## src/vgaPkg.sv

```systemverilog
// Screen coordinates are 10-bit counters and colour is 8 bits per channel
// Playfield and banner limits assume the 640x480 layout of the game
package vgaPkg;

        typedef logic [9:0] coord_t;
        typedef logic [7:0] color_t;

        typedef struct packed {
                color_t red;
                color_t green;
                color_t blue;
        } rgb_t;

        // Playfield columns, right edge excluded
        localparam coord_t PLAY_LEFT  = 10'd165;
        localparam coord_t PLAY_RIGHT = 10'd483;

        // Banner text band, bottom row excluded
        localparam int     GLYPH_W       = 8;
        localparam coord_t BANNER_TOP    = 10'd231;
        localparam coord_t BANNER_BOTTOM = 10'd247;

        // Border gradient, blue fades by one step every 8 columns
        localparam color_t GRAD_RED       = 8'h3f;
        localparam color_t GRAD_BLUE_BASE = 8'h7f;

endpackage

```

## src/gamePkg.sv

```systemverilog
// Game-level types and constants; glyph and sprite rows come from outside
// Sprite rows are 24 pixels wide, bit 0 sits at the ship's x position
package gamePkg;

        import vgaPkg::*;

        // Codes 5 to 7 are treated as PLAY
        typedef enum logic [2:0] {
                START    = 3'd0,
                GAMEOVER = 3'd1,
                PAUSE    = 3'd2,
                PLAY     = 3'd3,
                WIN      = 3'd4
        } gameState_t;

        // Bit 7 is the leftmost glyph pixel
        typedef logic [7:0]  glyphRow_t;
        typedef logic [23:0] spriteRow_t;

        typedef struct packed {
                coord_t     drawX;
                coord_t     drawY;
                gameState_t state;
                logic       shipHit;
                coord_t     shipX;
                glyphRow_t  glyphRow;
                spriteRow_t shipWhite;
                spriteRow_t shipRed;
                spriteRow_t shipBlue;
        } pixelIn_t;

        typedef enum logic [2:0] {
                BANNER,
                SHIP_WHITE,
                SHIP_RED,
                SHIP_BLUE,
                SHIP_EMPTY,
                PLAYFIELD,
                BORDER
        } pixelLayer_t;

        typedef struct packed {
                pixelLayer_t layer;
                gameState_t  state;
                logic [6:0]  gradIndex;
        } pixelClass_t;

        ////////////////////////////////////////////////////////////////////////////
        // Banner spans, end column excluded
        localparam coord_t START_X0 = 10'd300;
        localparam coord_t START_X1 = 10'd348;
        localparam coord_t PAUSE_X0 = 10'd300;
        localparam coord_t PAUSE_X1 = 10'd340;
        localparam coord_t OVER_X0  = 10'd284;
        localparam coord_t OVER_X1  = 10'd356;
        localparam coord_t WIN_X0   = 10'd292;
        localparam coord_t WIN_X1   = 10'd356;
        // Space between the two words
        localparam coord_t GAP_X0   = 10'd316;
        localparam coord_t GAP_X1   = 10'd324;

        ////////////////////////////////////////////////////////////////////////////
        // Palette
        localparam rgb_t WHITE         = 24'hffffff;
        localparam rgb_t SHIP_RED_RGB  = 24'hff0000;
        localparam rgb_t SHIP_BLUE_RGB = 24'h0000ff;
        localparam rgb_t TINT_WHITE    = 24'hff726f;
        localparam rgb_t TINT_BLUE     = 24'h2f00ff;
        localparam rgb_t BLACK         = 24'h000000;

        // Border flash in WIN, each colour held for FLASH_FRAMES frames
        localparam int   FLASH_FRAMES    = 4;
        localparam rgb_t FLASH_COLORS[4] = '{
                24'h3f007f,
                24'h7f003f,
                24'h003f7f,
                24'h3f7f00
        };

endpackage

```

## src/pixelClassifier.sv

```systemverilog
`timescale 1ns/1ns
// One pixel sampled per Clk; its layer is registered one cycle later
// shipX must keep the ship pixel within its 24-pixel sprite row
module pixelClassifier (
        input  logic                 Clk,
        input  logic                 arstN,
        input  gamePkg::pixelIn_t    pixelIn,
        output gamePkg::pixelClass_t pixelClass
);

        import vgaPkg::*;
        import gamePkg::*;

        coord_t      spanX0;
        coord_t      spanX1;
        logic        hasBanner;
        logic        hasGap;
        logic        inBand;
        logic        inSpan;
        logic        inGap;
        coord_t      glyphOffset;
        logic [2:0]  glyphCol;
        logic        bannerHit;
        logic        shipOn;
        coord_t      shipOffset;
        logic [4:0]  shipIdx;
        pixelLayer_t nextLayer;

        ////////////////////////////////////////////////////////////////////////////
        // Banner

        // Span of the banner text for each state
        always_comb
        begin
                hasBanner = 1'b1;
                hasGap    = 1'b0;
                spanX0    = START_X0;
                spanX1    = START_X1;
                case (pixelIn.state)
                        START:
                        begin
                                hasBanner = 1'b1;
                        end
                        PAUSE:
                        begin
                                spanX0 = PAUSE_X0;
                                spanX1 = PAUSE_X1;
                        end
                        GAMEOVER:
                        begin
                                spanX0 = OVER_X0;
                                spanX1 = OVER_X1;
                                hasGap = 1'b1;
                        end
                        WIN:
                        begin
                                spanX0 = WIN_X0;
                                spanX1 = WIN_X1;
                                hasGap = 1'b1;
                        end
                        // PLAY and unused codes
                        default:
                        begin
                                hasBanner = 1'b0;
                        end
                endcase
        end

        assign inBand      = (pixelIn.drawY >= BANNER_TOP) && (pixelIn.drawY < BANNER_BOTTOM);
        assign inSpan      = (pixelIn.drawX >= spanX0) && (pixelIn.drawX < spanX1);
        assign inGap       = hasGap && (pixelIn.drawX >= GAP_X0) && (pixelIn.drawX < GAP_X1);
        assign glyphOffset = pixelIn.drawX - spanX0;
        assign glyphCol    = 3'(glyphOffset % GLYPH_W);
        assign bannerHit   = hasBanner && inBand && inSpan && !inGap &&
                             pixelIn.glyphRow[3'd7 - glyphCol];

        ////////////////////////////////////////////////////////////////////////////
        // Ship and background

        // Ship is hidden on the start screen
        assign shipOn     = pixelIn.shipHit && (pixelIn.state != START);
        assign shipOffset = pixelIn.drawX - pixelIn.shipX;
        assign shipIdx    = shipOffset[4:0];

        always_comb
        begin
                if (bannerHit)
                        nextLayer = BANNER;
                else if (shipOn)
                begin
                        if (pixelIn.shipWhite[shipIdx])
                                nextLayer = SHIP_WHITE;
                        else if (pixelIn.shipRed[shipIdx])
                                nextLayer = SHIP_RED;
                        else if (pixelIn.shipBlue[shipIdx])
                                nextLayer = SHIP_BLUE;
                        else
                                nextLayer = SHIP_EMPTY;
                end
                else if ((pixelIn.drawX >= PLAY_LEFT) && (pixelIn.drawX < PLAY_RIGHT))
                        nextLayer = PLAYFIELD;
                else
                        nextLayer = BORDER;
        end

        always_ff @(posedge Clk or negedge arstN)
        begin
                if (!arstN)
                        pixelClass <= '{layer: BORDER, state: START, gradIndex: 7'd0};
                else
                        pixelClass <= '{layer: nextLayer, state: pixelIn.state,
                                        gradIndex: pixelIn.drawX[9:3]};
        end

        // Upstream ship hit flag must match the sprite window
        shipInRow: assert property (@(posedge Clk) disable iff (!arstN)
                pixelIn.shipHit |-> (shipOffset < coord_t'($bits(spriteRow_t))));

endmodule

```

## src/winFlash.sv

```systemverilog
`timescale 1ns/1ns
// Frame start is the pixel at (0,0); the colour follows the count one cycle late
module winFlash (
        input  logic                Clk,
        input  logic                arstN,
        input  vgaPkg::coord_t      drawX,
        input  vgaPkg::coord_t      drawY,
        input  gamePkg::gameState_t state,
        output vgaPkg::rgb_t        flashColor
);

        import gamePkg::*;

        // Four colours of FLASH_FRAMES frames each, then wraps
        logic [3:0] frameCount;
        logic       frameStart;
        logic [1:0] colorIdx;

        assign frameStart = (drawX == '0) && (drawY == '0);
        assign colorIdx   = 2'((frameCount / FLASH_FRAMES) % 4);

        always_ff @(posedge Clk or negedge arstN)
        begin
                if (!arstN)
                begin
                        frameCount <= '0;
                        flashColor <= FLASH_COLORS[0];
                end
                else
                begin
                        if (state != WIN)
                                frameCount <= '0;
                        else if (frameStart)
                                frameCount <= frameCount + 4'd1;
                        flashColor <= FLASH_COLORS[colorIdx];
                end
        end

        // Leaving WIN restarts the flash sequence at its first colour
        flashRestarts: assert property (@(posedge Clk) disable iff (!arstN)
                ($past(state, 2) != WIN) |-> (flashColor == FLASH_COLORS[0]));

endmodule

```

## src/paletteMapper.sv

```systemverilog
`timescale 1ns/1ns
// Colour is registered; flashColor must already be aligned with pixelClass
module paletteMapper (
        input  logic                 Clk,
        input  logic                 arstN,
        input  gamePkg::pixelClass_t pixelClass,
        input  vgaPkg::rgb_t         flashColor,
        output vgaPkg::rgb_t         vgaRgb
);

        import vgaPkg::*;
        import gamePkg::*;

        logic isOver;
        rgb_t gradColor;
        rgb_t nextRgb;

        assign isOver = (pixelClass.state == GAMEOVER);

        // Purple border, darker toward the right
        assign gradColor = '{red: GRAD_RED, green: 8'h00,
                             blue: GRAD_BLUE_BASE - {1'b0, pixelClass.gradIndex}};

        ////////////////////////////////////////////////////////////////////////////
        // Layer to colour

        always_comb
        begin
                case (pixelClass.layer)
                        BANNER:
                                nextRgb = WHITE;
                        // Ship takes a red hue after a loss
                        SHIP_WHITE:
                                nextRgb = isOver ? TINT_WHITE : WHITE;
                        SHIP_RED:
                                nextRgb = SHIP_RED_RGB;
                        SHIP_BLUE:
                                nextRgb = isOver ? TINT_BLUE : SHIP_BLUE_RGB;
                        SHIP_EMPTY, PLAYFIELD:
                                nextRgb = BLACK;
                        default:
                        begin
                                if (pixelClass.state == WIN)
                                        nextRgb = flashColor;
                                else
                                        nextRgb = gradColor;
                        end
                endcase
        end

        always_ff @(posedge Clk or negedge arstN)
        begin
                if (!arstN)
                        vgaRgb <= BLACK;
                else
                        vgaRgb <= nextRgb;
        end

        // White banner text only comes with a state that shows a banner
        bannerWhite: assert property (@(posedge Clk) disable iff (!arstN)
                (pixelClass.layer == BANNER) |->
                        (pixelClass.state inside {START, GAMEOVER, PAUSE, WIN}));

endmodule

```

## src/colorMapper.sv

```systemverilog
`timescale 1ns/1ns
// Pixel colour pipeline, one pixel per Clk with a fixed 2-cycle latency
// No stall path; the pixel stream must never pause
module colorMapper (
        input  logic              Clk,
        input  logic              arstN,
        input  gamePkg::pixelIn_t pixelIn,
        output vgaPkg::rgb_t      vgaRgb
);

        import vgaPkg::*;
        import gamePkg::*;

        pixelClass_t pixelClass;
        rgb_t        flashColor;

        pixelClassifier pixelClassifier_inst (
                .Clk        (Clk),
                .arstN      (arstN),
                .pixelIn    (pixelIn),
                .pixelClass (pixelClass)
        );

        // Runs alongside the classifier so both arrive together
        winFlash winFlash_inst (
                .Clk        (Clk),
                .arstN      (arstN),
                .drawX      (pixelIn.drawX),
                .drawY      (pixelIn.drawY),
                .state      (pixelIn.state),
                .flashColor (flashColor)
        );

        paletteMapper paletteMapper_inst (
                .Clk        (Clk),
                .arstN      (arstN),
                .pixelClass (pixelClass),
                .flashColor (flashColor),
                .vgaRgb     (vgaRgb)
        );

endmodule

```

## config.mk

```make
export PLATFORM = sky130hd
export DESIGN_NAME = colorMapper
export DESIGN_NICKNAME = d
export VERILOG_FILES = /design/src/vgaPkg.sv /design/src/gamePkg.sv /design/src/pixelClassifier.sv /design/src/winFlash.sv /design/src/paletteMapper.sv /design/src/colorMapper.sv
export SDC_FILE = /design/constraint.sdc
export NUM_CORES = 1
export LEC_CHECK = 0
export BUFFER_PORTS_ARGS = -buffer_cell sky130_fd_sc_hd__buf_4
export CORE_ASPECT_RATIO = 0.9
export CORE_UTILIZATION = 38
export CTS_BUF_LIST = sky130_fd_sc_hd__clkbuf_4 sky130_fd_sc_hd__clkbuf_8
export DETAILED_ROUTE_END_ITERATION = 6
export PLACE_DENSITY = 0.76
export SYNTH_ARGS = -nofsm -noshare
export SYNTH_HDL_FRONTEND = slang
export SYNTH_HIERARCHICAL = 1
export SYNTH_SLANG_ARGS = --single-unit
export TNS_END_PERCENT = 1
```

## constraint.sdc

```tcl
create_clock -name Clk -period 1.46 [get_ports Clk]
set_input_delay 0.219 -clock Clk [delete_from_list [all_inputs] [get_ports Clk]]
set_output_delay 0.219 -clock Clk [all_outputs]
set_load 0.01 [all_outputs]
```

==> reports/qor.yml, run 1 <==
fin_cells: 543
h-tree-depth: 2
viasPerCell: 5.20
final_area_um2: 4680
cp_max_fo: 4
critPathMaxStageDelay_ns: 0.30
worst_pin_slew_ns: 0.544
drive_above_1_share: 0.511
cts_tree: "yes"
required_ns: 1.69
wl_mm: 7.59
seqPwrFrac: 0.372
crit_chain: "buf_4 > nand2b_1 > a21oi_2 > inv_1 > nand2_1 > ha_1 > a21o_1 > a21o_1 > a21oi_2 > nor4_1 > nor4_1 > buf_4 > inv_1 > a31o_1"
syn-instance-count: 276
drt.antenna.violating_nets: 0
violations: "DRC, setup timing"
slew_headroom: 0.637
min_period_ns: 2.15
grt.overflow.total: 0
clock-sinks: 47
drc: 6
slew_violations: 0
p_int_uw: 3160
endpoint_kind: "flip-flop"
slowest_stage: "nor4_1"
finalWeightedCongestion: 0.796
diodes: 0
cp.depth: 14
n_fill_cell: 649
syn_to_final_growth_pct: 48.9
die_w_um: 97.8
synthArstFlopShare: 1.00
status: "complete, but fails checks"
fmax_mhz: 466
start_util: 0.391
synth_ff_type: "dfrtp_1"
layout_common_cells: "175 x buf_4, 42 x dfrtp_1, 19 x nand2_1"
ys_ff_latch: 47
fp.coreArea_um2: 8030
syn-cell-area_um2: 3140
finalClockSkew_ns: 0.00502
layout_commonest_cell: "buf_4"
rsz0062_at_grt: "yes"
setup_violations: 3
p_leak_uw: 0.00231
powerDensity_nw_per_um2: 957
cp_top_family: "compound AO/OA/AOI/OAI gates"
rows: 31
dr.pass1.iters: 6
numCtsBuffers: 5
synth_cell_types: 58
ctsLongestPathBuffers: 2
synth-seq-area-share: 0.376
io_pins: 140
die_area_um2: 8630
grt_pass1_vias: 2781
worst_r2r_path_depth: 2
cap_violations: 0
yosysWarnings: 6
worstPathArrival_ns: 2.37
setup_ws_ns: -0.686
hold_violations: 0
portBuffers: 134
power_switching_uw: 1320
ir_drop_uv: 434
swShare: 0.295
fp.dieH_um: 88.2
combPwrFrac: 0.423
wire_per_inst_um: 14.0
fin_hold_ws_ns: 0.0900
hold_path.class: "primary input to flip-flop"
dp.cells: 531
nets: 571
grt_usage: 0.174
grt_pass1_wl_mm: 12.0
cp-start-kind: "primary input"
min_path_cells: 1
dr_total_vias: 2821
path_buf_inv: 4
clkPwrFrac: 0.205
clock_latency_ns: 0.29
grt_max_degree: 48
clk_pin_slew_ns: 0.08
post-route-period-util: 1.47
dpl.hpwl_mm: 6.21
antenna_found_initial: 0
dpl_cell_area_um2: 4450
critPathKind: "primary input to flip-flop"
cts-root-buf: "clkbuf_8"
drt_iter0_drc: 88
synth_edf_count: 0
synth_area_per_cell_um2: 11.4
through the flow:
| stage | util | setup TNS [ns] | setup slack, ns | power (uW) |
|---|---|---|---|---|
| 2_1_floorplan | - | -2.32 | -0.805 | 2620 |
| 3_3_place_gp | 0.554 | -3.52 | -1.06 | 3460 |
| 3_5_place_dp | 0.554 | -3.79 | -1.09 | 3500 |
| 4_1_cts | 0.578 | -1.96 | -0.689 | 4500 |
| 5_1_grt | 0.583 | -2.28 | -0.789 | 4770 |
| 6_report | 0.583 | -1.93 | -0.686 | 4480 |
synthesized netlist by cell type (2+ instances only):
master,instances,area [um2]
or4_1,2,15.0
mux4_2,4,90.1
a21oi_1,11,55.1
nor2_1,12,45.0
xor2_1,3,26.3
nor3_1,8,40.0
mux4_1,16,420
nor4_1,6,37.5
ha_1,11,138
buf_4,18,135
nand2_1,20,75.1
nand3_1,10,50.1
nor3b_1,3,22.5
nand2b_1,6,37.5
o311ai_0,6,52.6
o2bb2ai_1,2,17.5
o21ai_0,10,50.1
inv_1,14,52.6
and2_1,2,12.5
buf_6,2,22.5
nand3b_1,2,15.0
mux2_2,6,67.6
mux2i_1,4,40.0
buf_2,3,15.0
o31ai_1,3,22.5
dfrtp_1,42,1050
dfstp_2,5,131
a21o_1,15,113
state kept, by name, summed over array words and instances, names as in the netlist:
name	cells
paletteMapper_inst/vgaRgb	24
pixelClassifier_inst/pixelClass	13
winFlash_inst/flashColor	6
winFlash_inst/frameCount	4
final cells by class:
cell class	count	area, um2	area share
Inverter	14	55.1	0.0118
Clock inverter	3	43.8	0.00936
Timing Repair Buffer	183	1420	0.303
Multi-Input combinational cell	192	1790	0.382
Sequential cell	47	1180	0.253
Tap cell	99	124	0.0265
Clock buffer	5	68.8	0.0147
routing by layer:
| layer | track usage | wire length, um | up-vias |
|---|---|---|---|
| met4 | 0.0427 | 59 | 0 |
| met1 | 0.190 | 2950 | 1322 |
| met3 | 0.0332 | 440 | 7 |
| met2 | 0.351 | 4130 | 124 |
| met5 | 0 | 0 | - |
| li1 | - | - | 1368 |
power by group through the flow:
stage               Combinational (uW)  Sequential [uW]  Clock, uW
floorplan                          810             1810          0
global placement                  1770             1690          0
detailed placement                1810             1690          0
global route                      2070             1700       1000
finish                            1890             1670        917
CTS                               1880             1670        948
worst paths after layout:
check / from / to / slack, ns
worst max register to register: pixelClassifier_inst/pixelClass[11]$_DFF_PN1_ / paletteMapper_inst/vgaRgb[2]$_DFF_PN0_ / 0.12
max in group asynchronous: arstN / pixelClassifier_inst/pixelClass[11]$_DFF_PN1_ / 0.62
worst min register to register: winFlash_inst/flashColor[14]$_DFF_PN0_ / paletteMapper_inst/vgaRgb[14]$_DFF_PN0_ / 0.46
worst min-delay path: pixelIn[108] / pixelClassifier_inst/pixelClass[1]$_DFF_PN0_ / 0.09
min in group asynchronous: arstN / paletteMapper_inst/vgaRgb[13]$_DFF_PN0_ / 0.44
worst max-delay path: pixelIn[91] / pixelClassifier_inst/pixelClass[11]$_DFF_PN1_ / -0.69
cells by family (layout without fill, tap and decap cells):
kind of cell	Yosys count	count (layout)	synth area share
other	1	3	0.00119
and+or+nand+nor	79	79	0.135
muxes	30	30	0.197
AOI/OAI and AO/OA	63	63	0.145
xor gates and xnor gates	5	5	0.0163
DFF	47	47	0.376
adders and majority gates	12	12	0.0502
buffers and inverters	39	205	0.0793
repair_timing:
| item | 4_1_cts | 5_1_grt |
|---|---|---|
| endpoints found under the hold margin | 42 | 0 |
| hold buffers | 1 | 0 |
| resized for setup | 17 | 7 |
| buffers inserted | 2 | 1 |
| pin swaps | 5 | 6 |
| endpoints found under the setup margin | 3 | 7 |
Power figures use the tool's default switching activity.
==> inputs of run 2 (changes only) <==
==> constraint.sdc (replaced) <==
create_clock -name Clk -period 2.59 [get_ports Clk]
set_input_delay 0.3885 -clock Clk [delete_from_list [all_inputs] [get_ports Clk]]
set_output_delay 0.3885 -clock Clk [all_outputs]
set_load 0.01 [all_outputs]
==> run 2 against run 1 <==
  * The flow finishes with violations (DRC)
  * Register-to-register slack improved by 1.1 ns
  * Utilization decreased by 5.0 points
  * Combinational power fell by 49%
  * Sequential share of layout area rose by 2.4 points
  * Largest cell class unchanged
  * Cell area fell by 8.5%
  * Flip-flop and latch count stayed put
  * First-iteration DRC count increased by 16%
  * Non-clock buffer count shrank 38
  * Routed wire length down 11%
  * Clock power down 54%
  * Count of clock-buffer cells in the layout increased by 1
  * Sequential power shrank 44%
==> reports/qor.yml, run 2 (same netlist as run 1, synthesis figures left out) <==
status: "complete, but fails checks"  # unchanged
violations: "DRC"  # was DRC, setup timing
ctsLongestPathBuffers: 2  # unchanged
drt.antenna.violating_nets: 0  # unchanged
h-tree-depth: 2  # unchanged
ir_drop_uv: 269  # was 434 uV
hold_violations: 0  # unchanged
fmax_mhz: 411
rows: 31  # unchanged
powerDensity_nw_per_um2: 541  # was 957 nW/um2
final_area_um2: 4280  # was 4680 um2
grt_pass1_wl_mm: 10.8  # was 12.0 mm
reg2reg_from: "pixelClassifier_inst/pixelClass[12]$_DFF_PN1_"  # was pixelClassifier_inst/pixelClass[11]$_DFF_PN1_
post_cts_buffers: 0  # was 2
grt_max_degree: 48  # unchanged
viasPerCell: 5.20  # about the same
dp.cells: 497  # was 531
clock-sinks: 47  # unchanged
layout_commonest_cell: "buf_4"  # unchanged
numCtsBuffers: 5  # unchanged
cts-root-buf: "clkbuf_8"  # unchanged
clock_latency_ns: 0.29  # about the same
worstPathArrival_ns: 2.65  # was 2.37 ns
min_period_ns: 2.43
regMostFlops: "paletteMapper_inst/vgaRgb"  # unchanged
grt_pass1_vias: 2495  # was 2781
fin_hold_ws_ns: 0.0751  # was 0.0900 ns
clk_pin_slew_ns: 0.08  # about the same
dr_total_vias: 2624  # was 2821
finalWeightedCongestion: 0.779  # was 0.796
cp-start-kind: "primary input"  # unchanged
grt_usage: 0.157  # was 0.174
syn_to_final_growth_pct: 36.2  # was 48.9%
worst_r2r_path_depth: 3  # was 2
utilization: 0.533  # was 0.583
portBuffers: 134  # unchanged
grt.overflow.total: 0  # unchanged
die_area_um2: 8630  # unchanged
crit_chain: "buf_4 > ha_1 > fa_1 > buf_12 > mux4_1 > mux2_2 > a221oi_1 > nand2_1 > a31o_1"  # was buf_4 > nand2b_1 > a21oi_2 > inv_1 > nand2_1 > ha_1 > a21o_1 > a21o_1 > a21oi_2 > nor4_1 > nor4_1 > buf_4 > inv_1 > a31o_1
n_fill_cell: 722  # was 649
nets: 533  # was 571
cts_tree: "yes"  # unchanged
wire_per_inst_um: 13.4  # was 14.0 um
p_leak_uw: 0.00211  # was 0.00231 uW
worst_pin_slew_ns: 0.586  # was 0.544 ns
largest_register_ffs: 24  # unchanged
register_area_um2: 1180  # unchanged
drt_iter0_drc: 102  # was 88
endpoint: "pixelClassifier_inst/pixelClass[11]$_DFF_PN1_"  # unchanged
layout_common_cells: "143 x buf_4, 42 x dfrtp_1, 20 x nand2_1"  # was 175 x buf_4, 42 x dfrtp_1, 19 x nand2_1
ctsHoldBuffers: 0  # was 1
slew_violations: 0  # unchanged
wl_mm: 6.75  # was 7.59 mm
largestRegisters: "paletteMapper_inst/vgaRgb: 24 flops, pixelClassifier_inst/pixelClass: 13 flops, winFlash_inst/flashColor: 6 flops"  # unchanged
drive_above_1_share: 0.436  # was 0.511
fp.coreArea_um2: 8030  # unchanged
crit_start: "pixelIn[80]"  # was pixelIn[91]
start_util: 0.391  # unchanged
regToRegSetupSlack_ns: 1.24  # was 0.12 ns
finalClockSkew_ns: 0.00584  # was 0.00502 ns
endpoint_kind: "flip-flop"  # unchanged
critPathMaxStageDelay_ns: 0.54  # was 0.30 ns
cts_resized: 0  # was 17
multi_input_area_um2: 1720  # was 1790 um2
slowest_stage: "fa_1"  # was nor4_1
fin_cells: 505  # was 543
setup_violations: 0  # was 3
hold_path.class: "primary input to asynchronous set/reset pin"  # was primary input to flip-flop
antenna_found_initial: 0  # unchanged
dr.pass1.iters: 6  # unchanged
die_w_um: 97.8  # unchanged
cap_violations: 0  # unchanged
required_ns: 2.81  # was 1.69 ns
drc: 13  # was 6
rsz0062_at_grt: "no"  # was yes
dpl.hpwl_mm: 5.60  # was 6.21 mm
cp_max_fo: 17  # was 4
post-route-period-util: 0.939
critPathKind: "primary input to flip-flop"  # unchanged
r2r-end: "paletteMapper_inst/vgaRgb[10]$_DFF_PN0_"  # was paletteMapper_inst/vgaRgb[2]$_DFF_PN0_
fp.dieH_um: 88.2  # unchanged
io_pins: 140  # unchanged
diodes: 0  # unchanged
slew_headroom: 0.606  # was 0.637
dpl_cell_area_um2: 4190  # was 4450 um2
[run 2: area by class of cell]
class,count,share of cell area
clock buffers,6,0.0178
clock inverters,2,0.00292
inverters,14,0.0123
multi-input cells,192,0.401
flip-flops and latches,47,0.276
well taps,99,0.0290
repair buffers,145,0.260
[run 2: power by group]
| part | total (uW) | leakage (uW) | switching [uW] | internal [uW] |
|---|---|---|---|---|
| Clock | 418 | 0.0000446 | 219 | 199 |
| Combinational | 955 | 0.00148 | 421 | 535 |
| Sequential | 939 | 0.000580 | 54.2 | 885 |
[run 2: routing by layer]
layer	global-route usage	vias to the layer above	routed length (um)
met4	0.0441	0	69
met3	0.0490	6	482
met2	0.299	108	3520
met1	0.170	1221	2670
li1	-	1289	-
met5	0	-	0
[run 2: worst max-delay path: cells and delay by family]
family / cells / cell delay (ns)
adder cells (fa/ha/maj): 2 / 0.75
multiplexers: 2 / 0.57
AO/OA/AOI/OAI: 2 / 0.53
buffers and inverters: 2 / 0.27
AND/OR/NAND/NOR: 1 / 0.13
[run 2: stage by stage]
step / setup WS [ns] / setup TNS [ns] / total power, uW
after floorplan: 0.0315 / 0 / 1460
after global routing: 0.0348 / 0 / 2490
final: 0.158 / 0 / 2310
after detailed placement: -0.134 / -0.325 / 1920
after CTS: 0.165 / 0 / 2340
after global placement: -0.0643 / -0.149 / 1900
[run 2: how the worst min path moves through the flow]
| stage | start | to | slack [ns] | cells past startpoint |
|---|---|---|---|---|
| after floorplan | arstN | paletteMapper_inst/vgaRgb[0]$_DFF_PN0_ | 0.09 | 0 |
| after global placement | arstN | paletteMapper_inst/vgaRgb[13]$_DFF_PN0_ | 0.40 | 1 |
| after detailed placement | arstN | paletteMapper_inst/vgaRgb[12]$_DFF_PN0_ | 0.42 | 1 |
| after CTS | arstN | paletteMapper_inst/vgaRgb[12]$_DFF_PN0_ | 0.09 | 1 |
| after global routing | arstN | paletteMapper_inst/vgaRgb[12]$_DFF_PN0_ | 0.12 | 1 |
| final | arstN | paletteMapper_inst/vgaRgb[12]$_DFF_PN0_ | 0.08 | 1 |
